**config.mk**
```make
export PLATFORM = sky130hd
export DESIGN_NAME = reservation_station
export DESIGN_NICKNAME = d
export VERILOG_FILES = /design/src/source/station_pkg.sv /design/src/source/uop_pkg.sv /design/src/source/dispatch_router.sv /design/src/source/issue_select.sv /design/src/source/reservation_station.sv /design/src/source/rs_bank.sv
export VERILOG_INCLUDE_DIRS = /design/src /design/src/include
export SDC_FILE = /design/constraint.sdc
export NUM_CORES = 1
export LEC_CHECK = 0
export ABC_AREA = 1
export BUFFER_PORTS_ARGS = -buffer_cell sky130_fd_sc_hd__buf_2
export CORE_UTILIZATION = 60
export DETAILED_ROUTE_END_ITERATION = 12
export GPL_TIMING_DRIVEN = 0
export PLACE_DENSITY = 0.82
export SLEW_MARGIN = 25
export SYNTH_ARGS = -nofsm -noshare
export SYNTH_HDL_FRONTEND = slang
export SYNTH_SLANG_ARGS = --single-unit
```
**constraint.sdc**
```tcl
create_clock -name clock -period 6.1 [get_ports clock]
set_input_delay 0.61 -clock clock [delete_from_list [all_inputs] [get_ports clock]]
set_output_delay 0.61 -clock clock [all_outputs]
set_load 0.05 [all_outputs]
```
**src/include/rs_config.svh**
```systemverilog
`ifndef RS_CONFIG_SVH
`define RS_CONFIG_SVH

// entries per class of the reservation station

// alu entries
`define RS_ALU_ENTRIES 4

// multiply entries
`define RS_MULT_ENTRIES 2

// branch entries, issued only at the rob head
`define RS_BRANCH_ENTRIES 2

// physical register file
`define PREG_COUNT 64

// reorder buffer depth
`define ROB_SIZE 32

// instruction address width in bits
`define PC_WIDTH 32

`endif

```
**src/source/station_pkg.sv**
```systemverilog
`include "rs_config.svh"

// types on the station side: slots within a bank and bank grants
package station_pkg;

    localparam int MAX_ENTRIES =
        (`RS_ALU_ENTRIES >= `RS_MULT_ENTRIES && `RS_ALU_ENTRIES >= `RS_BRANCH_ENTRIES) ?
            `RS_ALU_ENTRIES :
        (`RS_MULT_ENTRIES >= `RS_BRANCH_ENTRIES) ? `RS_MULT_ENTRIES : `RS_BRANCH_ENTRIES;

    // wide enough for the largest class
    localparam int SLOT_WIDTH = $clog2(MAX_ENTRIES);

    typedef logic [SLOT_WIDTH-1:0] slot_t;

    // bit positions in the grant vector, also the issue priority order
    localparam int BANK_ALU = 0;
    localparam int BANK_MULT = 1;
    localparam int BANK_BRANCH = 2;
    localparam int NUM_BANKS = 3;

    // one-hot over the classes
    typedef logic [NUM_BANKS-1:0] bank_sel_t;

endpackage

```
**src/source/uop_pkg.sv**
```systemverilog
`include "rs_config.svh"

// types describing a dispatched micro-op
package uop_pkg;

    // register and rob index widths follow from their sizes
    localparam int PREG_WIDTH = $clog2(`PREG_COUNT);
    localparam int ROB_WIDTH = $clog2(`ROB_SIZE);

    // which functional unit class a micro-op goes to
    typedef enum logic [1:0] {
        FUNC_ALU = 2'd0,
        FUNC_MULT = 2'd1,
        FUNC_BRANCH = 2'd2
    } func_type_t;

    // physical register number
    typedef logic [PREG_WIDTH-1:0] preg_t;

    // reorder buffer index
    typedef logic [ROB_WIDTH-1:0] rob_index_t;

    // instruction address
    typedef logic [`PC_WIDTH-1:0] pc_t;

endpackage

```
**src/source/dispatch_router.sv**
```systemverilog
`timescale 1ns/1ps

module dispatch_router (
    input  logic                clock,
    input  logic                reset,
    input  logic                rollback,
    input  logic                allocate,
    input  uop_pkg::func_type_t alloc_type,
    input  logic                alu_full,
    input  logic                mult_full,
    input  logic                branch_full,
    output logic                alu_write,
    output logic                mult_write,
    output logic                branch_write,
    output logic                done
);
    import uop_pkg::*;

    // one strobe per class, held back when that class has no room
    assign alu_write = allocate && alloc_type == FUNC_ALU && !alu_full;
    assign mult_write = allocate && alloc_type == FUNC_MULT && !mult_full;
    assign branch_write = allocate && alloc_type == FUNC_BRANCH && !branch_full;

    // done answers the allocation one cycle later
    always_ff @(posedge clock) begin
        if (reset || rollback) begin
            done <= 1'b0;
        end else begin
            done <= alu_write || mult_write || branch_write;
        end
    end

    // the fourth encoding has no class behind it
    a_legal_type: assert property (
        @(posedge clock) disable iff (reset)
        allocate |-> alloc_type inside {FUNC_ALU, FUNC_MULT, FUNC_BRANCH}
    ) else $error("dispatch_router: illegal alloc_type %0d", alloc_type);

endmodule

```
**src/source/issue_select.sv**
```systemverilog
`timescale 1ns/1ps

module issue_select (
    input  logic                clock,
    input  logic                reset,
    input  logic                rollback,
    input  logic                issue_enable,
    input  logic                alu_pick_valid,
    input  station_pkg::slot_t  alu_pick_slot,
    input  uop_pkg::pc_t        alu_pick_pc,
    input  uop_pkg::preg_t      alu_pick_dest,
    input  uop_pkg::rob_index_t alu_pick_rob,
    input  logic                mult_pick_valid,
    input  station_pkg::slot_t  mult_pick_slot,
    input  uop_pkg::pc_t        mult_pick_pc,
    input  uop_pkg::preg_t      mult_pick_dest,
    input  uop_pkg::rob_index_t mult_pick_rob,
    input  logic                branch_pick_valid,
    input  station_pkg::slot_t  branch_pick_slot,
    input  uop_pkg::pc_t        branch_pick_pc,
    input  uop_pkg::preg_t      branch_pick_dest,
    input  uop_pkg::rob_index_t branch_pick_rob,
    output logic                alu_grant,
    output logic                mult_grant,
    output logic                branch_grant,
    output logic                issue_valid,
    output uop_pkg::func_type_t issue_type,
    output station_pkg::slot_t  issue_slot,
    output uop_pkg::pc_t        issue_pc,
    output uop_pkg::preg_t      issue_dest,
    output uop_pkg::rob_index_t issue_rob
);
    import uop_pkg::*;
    import station_pkg::*;

    bank_sel_t grant;

    // fixed priority, alu first and branch last
    always_comb begin
        grant = '0;
        if (issue_enable) begin
            if (alu_pick_valid) begin
                grant[BANK_ALU] = 1'b1;
            end else if (mult_pick_valid) begin
                grant[BANK_MULT] = 1'b1;
            end else if (branch_pick_valid) begin
                grant[BANK_BRANCH] = 1'b1;
            end
        end
    end

    assign alu_grant = grant[BANK_ALU];
    assign mult_grant = grant[BANK_MULT];
    assign branch_grant = grant[BANK_BRANCH];

    always_ff @(posedge clock) begin
        if (reset || rollback) begin
            issue_valid <= 1'b0;
        end else begin
            issue_valid <= |grant;
        end
    end

    // issue fields, meaningful only with issue_valid
    always_ff @(posedge clock) begin
        if (grant[BANK_ALU]) begin
            issue_type <= FUNC_ALU;
            issue_slot <= alu_pick_slot;
            issue_pc <= alu_pick_pc;
            issue_dest <= alu_pick_dest;
            issue_rob <= alu_pick_rob;
        end else if (grant[BANK_MULT]) begin
            issue_type <= FUNC_MULT;
            issue_slot <= mult_pick_slot;
            issue_pc <= mult_pick_pc;
            issue_dest <= mult_pick_dest;
            issue_rob <= mult_pick_rob;
        end else if (grant[BANK_BRANCH]) begin
            issue_type <= FUNC_BRANCH;
            issue_slot <= branch_pick_slot;
            issue_pc <= branch_pick_pc;
            issue_dest <= branch_pick_dest;
            issue_rob <= branch_pick_rob;
        end
    end

endmodule

```
**src/source/reservation_station.sv**
```systemverilog
`timescale 1ns/1ps
`include "rs_config.svh"

module reservation_station (
    input  logic                          clock,
    input  logic                          reset,
    input  logic                          allocate,
    input  uop_pkg::func_type_t           alloc_type,
    input  uop_pkg::pc_t                  alloc_pc,
    input  uop_pkg::preg_t                alloc_dest,
    input  uop_pkg::preg_t                alloc_src1,
    input  logic                          alloc_src1_ready,
    input  uop_pkg::preg_t                alloc_src2,
    input  logic                          alloc_src2_ready,
    input  uop_pkg::rob_index_t           alloc_rob,
    output logic                          done,
    input  logic                          update,
    input  uop_pkg::preg_t                ready_reg,
    input  logic                          issue_enable,
    output logic                          issue_valid,
    output uop_pkg::func_type_t           issue_type,
    output station_pkg::slot_t            issue_slot,
    output uop_pkg::pc_t                  issue_pc,
    output uop_pkg::preg_t                issue_dest,
    output uop_pkg::rob_index_t           issue_rob,
    input  uop_pkg::rob_index_t           rob_head,
    input  logic [`RS_ALU_ENTRIES-1:0]    free_alu,
    input  logic [`RS_MULT_ENTRIES-1:0]   free_mult,
    input  logic [`RS_BRANCH_ENTRIES-1:0] free_branch,
    input  logic                          rollback,
    output logic                          alu_full,
    output logic                          mult_full,
    output logic                          branch_full
);
    import uop_pkg::*;
    import station_pkg::*;

    logic alu_write, mult_write, branch_write;
    logic alu_grant, mult_grant, branch_grant;

    // bank picks toward the selector
    logic       alu_pick_valid, mult_pick_valid, branch_pick_valid;
    slot_t      alu_pick_slot, mult_pick_slot, branch_pick_slot;
    pc_t        alu_pick_pc, mult_pick_pc, branch_pick_pc;
    preg_t      alu_pick_dest, mult_pick_dest, branch_pick_dest;
    rob_index_t alu_pick_rob, mult_pick_rob, branch_pick_rob;

    dispatch_router i_dispatch_router (
        .clock, .reset, .rollback, .allocate, .alloc_type,
        .alu_full, .mult_full, .branch_full,
        .alu_write, .mult_write, .branch_write, .done
    );

    rs_bank #(.ENTRIES(`RS_ALU_ENTRIES), .HEAD_ORDERED(1'b0)) alu_bank (
        .clock, .reset, .rollback, .write(alu_write),
        .pc(alloc_pc), .dest(alloc_dest), .src1(alloc_src1), .src1_ready(alloc_src1_ready),
        .src2(alloc_src2), .src2_ready(alloc_src2_ready), .rob(alloc_rob),
        .update, .ready_reg, .rob_head, .grant(alu_grant), .free_slots(free_alu),
        .full(alu_full), .pick_valid(alu_pick_valid), .pick_slot(alu_pick_slot),
        .pick_pc(alu_pick_pc), .pick_dest(alu_pick_dest), .pick_rob(alu_pick_rob)
    );

    rs_bank #(.ENTRIES(`RS_MULT_ENTRIES), .HEAD_ORDERED(1'b0)) mult_bank (
        .clock, .reset, .rollback, .write(mult_write),
        .pc(alloc_pc), .dest(alloc_dest), .src1(alloc_src1), .src1_ready(alloc_src1_ready),
        .src2(alloc_src2), .src2_ready(alloc_src2_ready), .rob(alloc_rob),
        .update, .ready_reg, .rob_head, .grant(mult_grant), .free_slots(free_mult),
        .full(mult_full), .pick_valid(mult_pick_valid), .pick_slot(mult_pick_slot),
        .pick_pc(mult_pick_pc), .pick_dest(mult_pick_dest), .pick_rob(mult_pick_rob)
    );

    // branches wait for the rob head
    rs_bank #(.ENTRIES(`RS_BRANCH_ENTRIES), .HEAD_ORDERED(1'b1)) branch_bank (
        .clock, .reset, .rollback, .write(branch_write),
        .pc(alloc_pc), .dest(alloc_dest), .src1(alloc_src1), .src1_ready(alloc_src1_ready),
        .src2(alloc_src2), .src2_ready(alloc_src2_ready), .rob(alloc_rob),
        .update, .ready_reg, .rob_head, .grant(branch_grant), .free_slots(free_branch),
        .full(branch_full), .pick_valid(branch_pick_valid), .pick_slot(branch_pick_slot),
        .pick_pc(branch_pick_pc), .pick_dest(branch_pick_dest), .pick_rob(branch_pick_rob)
    );

    issue_select i_issue_select (
        .clock, .reset, .rollback, .issue_enable,
        .alu_pick_valid, .alu_pick_slot, .alu_pick_pc, .alu_pick_dest, .alu_pick_rob,
        .mult_pick_valid, .mult_pick_slot, .mult_pick_pc, .mult_pick_dest, .mult_pick_rob,
        .branch_pick_valid, .branch_pick_slot, .branch_pick_pc, .branch_pick_dest,
        .branch_pick_rob,
        .alu_grant, .mult_grant, .branch_grant,
        .issue_valid, .issue_type, .issue_slot, .issue_pc, .issue_dest, .issue_rob
    );

endmodule

```
**src/source/rs_bank.sv**
```systemverilog
`timescale 1ns/1ps

module rs_bank #(
    parameter int ENTRIES = 4,
    parameter bit HEAD_ORDERED = 1'b0
) (
    input  logic                clock,
    input  logic                reset,
    input  logic                rollback,
    input  logic                write,
    input  uop_pkg::pc_t        pc,
    input  uop_pkg::preg_t      dest,
    input  uop_pkg::preg_t      src1,
    input  logic                src1_ready,
    input  uop_pkg::preg_t      src2,
    input  logic                src2_ready,
    input  uop_pkg::rob_index_t rob,
    input  logic                update,
    input  uop_pkg::preg_t      ready_reg,
    input  uop_pkg::rob_index_t rob_head,
    input  logic                grant,
    input  logic [ENTRIES-1:0]  free_slots,
    output logic                full,
    output logic                pick_valid,
    output station_pkg::slot_t  pick_slot,
    output uop_pkg::pc_t        pick_pc,
    output uop_pkg::preg_t      pick_dest,
    output uop_pkg::rob_index_t pick_rob
);
    import uop_pkg::*;
    import station_pkg::*;

    // per-entry control
    logic [ENTRIES-1:0] busy;
    logic [ENTRIES-1:0] issued;
    logic [ENTRIES-1:0] ready1;
    logic [ENTRIES-1:0] ready2;

    // per-entry payload
    preg_t      tag1 [ENTRIES];
    preg_t      tag2 [ENTRIES];
    preg_t      entry_dest [ENTRIES];
    pc_t        entry_pc [ENTRIES];
    rob_index_t entry_rob [ENTRIES];

    logic [ENTRIES-1:0] alloc_onehot;
    logic [ENTRIES-1:0] can_issue;
    logic [ENTRIES-1:0] pick_onehot;

    assign full = &busy;

    // lowest clear bit of busy
    assign alloc_onehot = ~busy & (busy + 1'b1);

    always_comb begin
        for (int i = 0; i < ENTRIES; i++) begin
            can_issue[i] = busy[i] && !issued[i] && ready1[i] && ready2[i]
                && (HEAD_ORDERED == 1'b0 || entry_rob[i] == rob_head);
        end
    end

    // highest ready slot wins, later iterations override
    always_comb begin
        pick_onehot = '0;
        pick_slot = '0;
        pick_pc = '0;
        pick_dest = '0;
        pick_rob = '0;
        for (int i = 0; i < ENTRIES; i++) begin
            if (can_issue[i]) begin
                pick_onehot = '0;
                pick_onehot[i] = 1'b1;
                pick_slot = slot_t'(i);
                pick_pc = entry_pc[i];
                pick_dest = entry_dest[i];
                pick_rob = entry_rob[i];
            end
        end
    end

    assign pick_valid = |can_issue;

    always_ff @(posedge clock) begin
        if (reset || rollback) begin
            busy <= '0;
            issued <= '0;
        end else begin
            for (int i = 0; i < ENTRIES; i++) begin
                if (grant && pick_onehot[i]) begin
                    issued[i] <= 1'b1;
                end
                if (free_slots[i]) begin
                    busy[i] <= 1'b0;
                end
                if (write && alloc_onehot[i]) begin
                    busy[i] <= 1'b1;
                    issued[i] <= 1'b0;
                end
            end
        end
    end

    // wakeup and operand capture
    always_ff @(posedge clock) begin
        for (int i = 0; i < ENTRIES; i++) begin
            if (update && tag1[i] == ready_reg) begin
                ready1[i] <= 1'b1;
            end
            if (update && tag2[i] == ready_reg) begin
                ready2[i] <= 1'b1;
            end
            // a new entry keeps the ready bits it came with
            if (write && alloc_onehot[i]) begin
                tag1[i] <= src1;
                tag2[i] <= src2;
                ready1[i] <= src1_ready;
                ready2[i] <= src2_ready;
                entry_dest[i] <= dest;
                entry_pc[i] <= pc;
                entry_rob[i] <= rob;
            end
        end
    end

    // the router must hold writes back while the bank is full
    a_write_not_full: assert property (
        @(posedge clock) disable iff (reset) write |-> !full
    ) else $error("rs_bank: write while full");

    // the selector only grants a bank that offered an entry
    a_grant_has_pick: assert property (
        @(posedge clock) disable iff (reset) grant |-> pick_valid
    ) else $error("rs_bank: grant without pick_valid");

endmodule

```
==> impl_summary.txt <==
----------------------------------------------------
[CTS]
  Root Buffer Master ... clkbuf_16
  Inserted Clock Buffers ... 50
  Number of buffers inserted by post-CTS setup repair ... 0
  Insertion delay to the later sink of the worst-skew pair ... between 500 and 600 ps
  CTS tree ... built
  Maximum level of the CTS H-tree ... 2
  Clock sink total ... 521
  Number of buffers on the longest clock path ... 3
  Resize count post-CTS ... 0
  Total of hold buffers inserted after clock tree synthesis ... 0
  Clock transition at the registers of the reported paths ... around 60 ps

[Die]
  Die W ... 189.1 um
  Area of the placeable core ... about 0.034 sq mm
  Standard-cell row count ... 68
  Die ar. ... about 0.036 sq mm
  Starting Density ... 60.97%
  I/O pin count ... between 100 and 150
  Vertical extent of the die ... about 190 um

[Finish]
  Fill cells ... approximately 2.1k
  Number of nets in the layout ... slightly above 2k
  Multi-input gate area ... between 0.004 and 0.005 sq mm
  Sequential standard cell area ... between 0.015 and 0.02 sq mm
  Ratio of cells with drive above 1 in the final layout ... 16.42%
  Area overhead of the layout relative to synthesis ... 16.59%

[Routing]
  Vias ... ~15k
  Via density ... 5.993
  Wirelength per Cell ... between 20 and 25 um
  Length of the first detailed-routing pass in iterations ... 6
  DRC violation total after the first TritonRoute iteration ... around 1.8k
  Detailed-route DRC error count ... 0
  DRT Wirelength ... 53.67 mm
  Number of nets with antenna violations after detailed routing ... 0

[Power]
  Power density normalized to cell area ... 298.2 mW/mm^2
  Maximum ir drop on the vdd rail ... 214.0 uV
  Leakage dissipation ... roughly 0.009 uW

[Synth]
  Register area share after synthesis ... between 70 and 80%
  Mean instance size in the synthesized netlist ... between 10 and 15 sq um
  Number of instances in the synthesized netlist ... 1,743
  Post-synthesis xor/xnor area fraction ... 1.209%
  Count of distinct cell types in the synthesized netlist ... 42
  Mux contribution to synthesized area ... 0%
  Post-synth ARST share ... 0%
  Share of synthesized cell area in full adder, half adder and majority cells ... 0%
  Number of synthesized flops with an enable pin ... ~500
  Post-synthesis cell area ... 0.02101 sq mm
  Post-synth top area cell ... edfxtp_1
  Fraction of post-synthesis cell area in the top cell type by area ... between 70% and 80%
  Yosys warnings ... 0
  Compound-Gate Fraction of Synth Area ... roughly 4%
  Count leader, synth ... edfxtp_1
  Top post-synthesis cells by area ... edfxtp_1, nand2_1, nor2_1
  Top post-synthesis cells by count ... edfxtp_1, nand2_1, nor2_1
  Commonest register cell after synthesis ... edfxtp_1
  Post-synthesis sequential element count ... 521
  Simple-gate portion of the synthesized area ... 17.95%
  Post-Syn Nets ... 1,827
  Dominant combinational cell family by area after synthesis ... simple AND/OR/NAND/NOR gates

[STA]
  Min Clock Period, post-route ... 2723 ps
  Final period utilization ... 44.64%
  Max Clock Skew ... roughly 19 ps
  Worst slew margin relative to its limit ... between 40% and 50%
  Setup tns final ... 0 ps
  Fmax ... between 300 and 400 MHz
  Unrepaired setup endpoints after global routing ... false
  Fin. Hold Viols ... 0
  Final setup violation count ... 0
  Setup ws final ... 3377 ps
  Smallest hold slack ... slightly below 300 ps
  Slew of the pin with the lowest slew margin ... 803.8 ps
  Number of pins with negative max-slew slack in the final report ... 0

[Worst setup path]
  Data required, critical path ... 6290 ps
  Worst setup path category ... reg -> reg
  Type of element capturing the critical path ... flip-flop
  Worst Path Arrival ... 2920 ps
  CP startpoint kind ... flip-flop
  Maximum fanout along the worst path ... 45

[Global routing]
  Overflow after GRT ... 0
  Largest net degree at the start of global routing ... 46
  Combined global-route utilization of all metal layers ... between 30% and 40%
  Number of global-route vias before repair ... ~15k
  First-pass GRT wire length ... around 80 mm
  Antenna violations before repair ... 4

[Placed design]
  Post-Place Setup Slack ... between 3000 and 4000 ps
  Buffers on Ports ... 133
  DP HPWL ... approximately 34 mm
  Placer congestion estimate ... 0.8472

[Min path]
  Path category of the worst min-delay check ... in -> reg

[Run]
  Maximum capacitance violations ... 0

[Status]
  Result of the run ... finished, final reports clean

----------------------------------------------------
## sequential cells by signal, summed over array words and instances, names as in the netlist, 5 cells and up
signal                     count
alu_bank.entry_pc            128
branch_bank.entry_pc          64
mult_bank.entry_pc            64
i_issue_select.issue_pc       32
alu_bank.entry_dest           24
alu_bank.tag1                 24
alu_bank.tag2                 24
alu_bank.entry_rob            20
branch_bank.entry_dest        12
branch_bank.tag1              12
branch_bank.tag2              12
mult_bank.entry_dest          12
mult_bank.tag1                12
mult_bank.tag2                12
branch_bank.entry_rob         10
mult_bank.entry_rob           10
i_issue_select.issue_dest      6
i_issue_select.issue_rob       5
## cell usage in the layout, fill, tap and decap left out, types with 3 or more instances in the layout
master / n
inv_2: 8
buf_12: 5
o22ai_1: 13
nand2_1: 496
clkinv_1: 12
buf_16: 11
o31ai_1: 3
xor2_1: 10
nor2_1: 208
o21ai_0: 21
diode_2: 4
edfxtp_1: 501
nand4_1: 10
o2111ai_1: 10
bufinv_16: 6
clkbuf_1: 39
or2_2: 10
a211oi_1: 7
buf_4: 19
a21oi_1: 23
nor2_4: 6
buf_6: 8
nand2_2: 8
clkinv_2: 6
nand3_1: 142
nor2_2: 10
nand2_4: 3
nor3_1: 9
a22oi_1: 41
buf_2: 164
inv_1: 70
dfxtp_1: 20
xnor2_1: 19
clkbuf_16: 53
## cell families after synthesis
kind of cell,count (synthesis)
and+or+nand+nor,911
DFF,521
buffers and inverters,153
AOI/OAI and AO/OA,129
xor gates and xnor gates,29
## final timing paths
| check | to | slack (ps) | cells past startpoint | start |
|---|---|---|---|---|
| min | alu_bank.busy[0] | 290 | 4 | free_alu[0] |
| min reg2reg | branch_bank.issued[0] | 450 | 2 | branch_bank.issued[0] |
| max | i_issue_select.issue_pc[18] | 3380 | 8 | alu_bank.busy[2] |
| max reg2reg | i_issue_select.issue_pc[18] | 3380 | 8 | alu_bank.busy[2] |
## power breakdown
part / leakage (uW) / internal (uW) / switching (uW)
combinational: 0.00357 / 63.9 / 157
clock: 0.000799 / 1840 / 1270
sequential: 0.00464 / 3960 / 14.9
## worst max-delay path, cell delays in order, from the launching register on
cell and delay (ps):
dfxtp_1 400, nand2_1 90, nor2_2 520, nor2_1 140
nand3_1 100, nand2_1 110, nand2_2 240, inv_1 140
nand2_4 560
## layer usage
metal  global-route usage (%)  vias to the layer above  share of wire, %
li1                         -                     6500                 -
met1                    38.94                     6978                36
met2                    51.13                     1049                49
met3                    4.838                      196                11
met4                    14.83                        2               4.4
met5                        0                        -             0.019
## stage by stage
step | instance area (sq um) | utilization (%) | std cells | total power [uW]
6_report | 24490 | 71.09 | 2457 | 7305
5_1_grt | 24490 | 71.07 | 2455 | 7454
4_1_cts | 24480 | 71.06 | 2453 | 7299
3_5_place_dp | 22840 | 66.27 | 2363 | 4263
3_3_place_gp | 22250 | 64.56 | 2331 | 4243
2_1_floorplan | 21010 | - | 1743 | 4141
## cell type report
| cell class | count | area share [%] |
|---|---|---|
| plain buffers | 73 | 1.538 |
| inverters | 80 | 1.236 |
| diodes | 4 | 0.04086 |
| well taps | 455 | 2.324 |
| multi-input cells | 1069 | 20.18 |
| clock inverters | 25 | 1.088 |
| repair buffers | 165 | 4.899 |
| flip-flops and latches | 521 | 63.05 |
| clock buffers | 65 | 5.639 |
(Power assumes the default switching activity.)
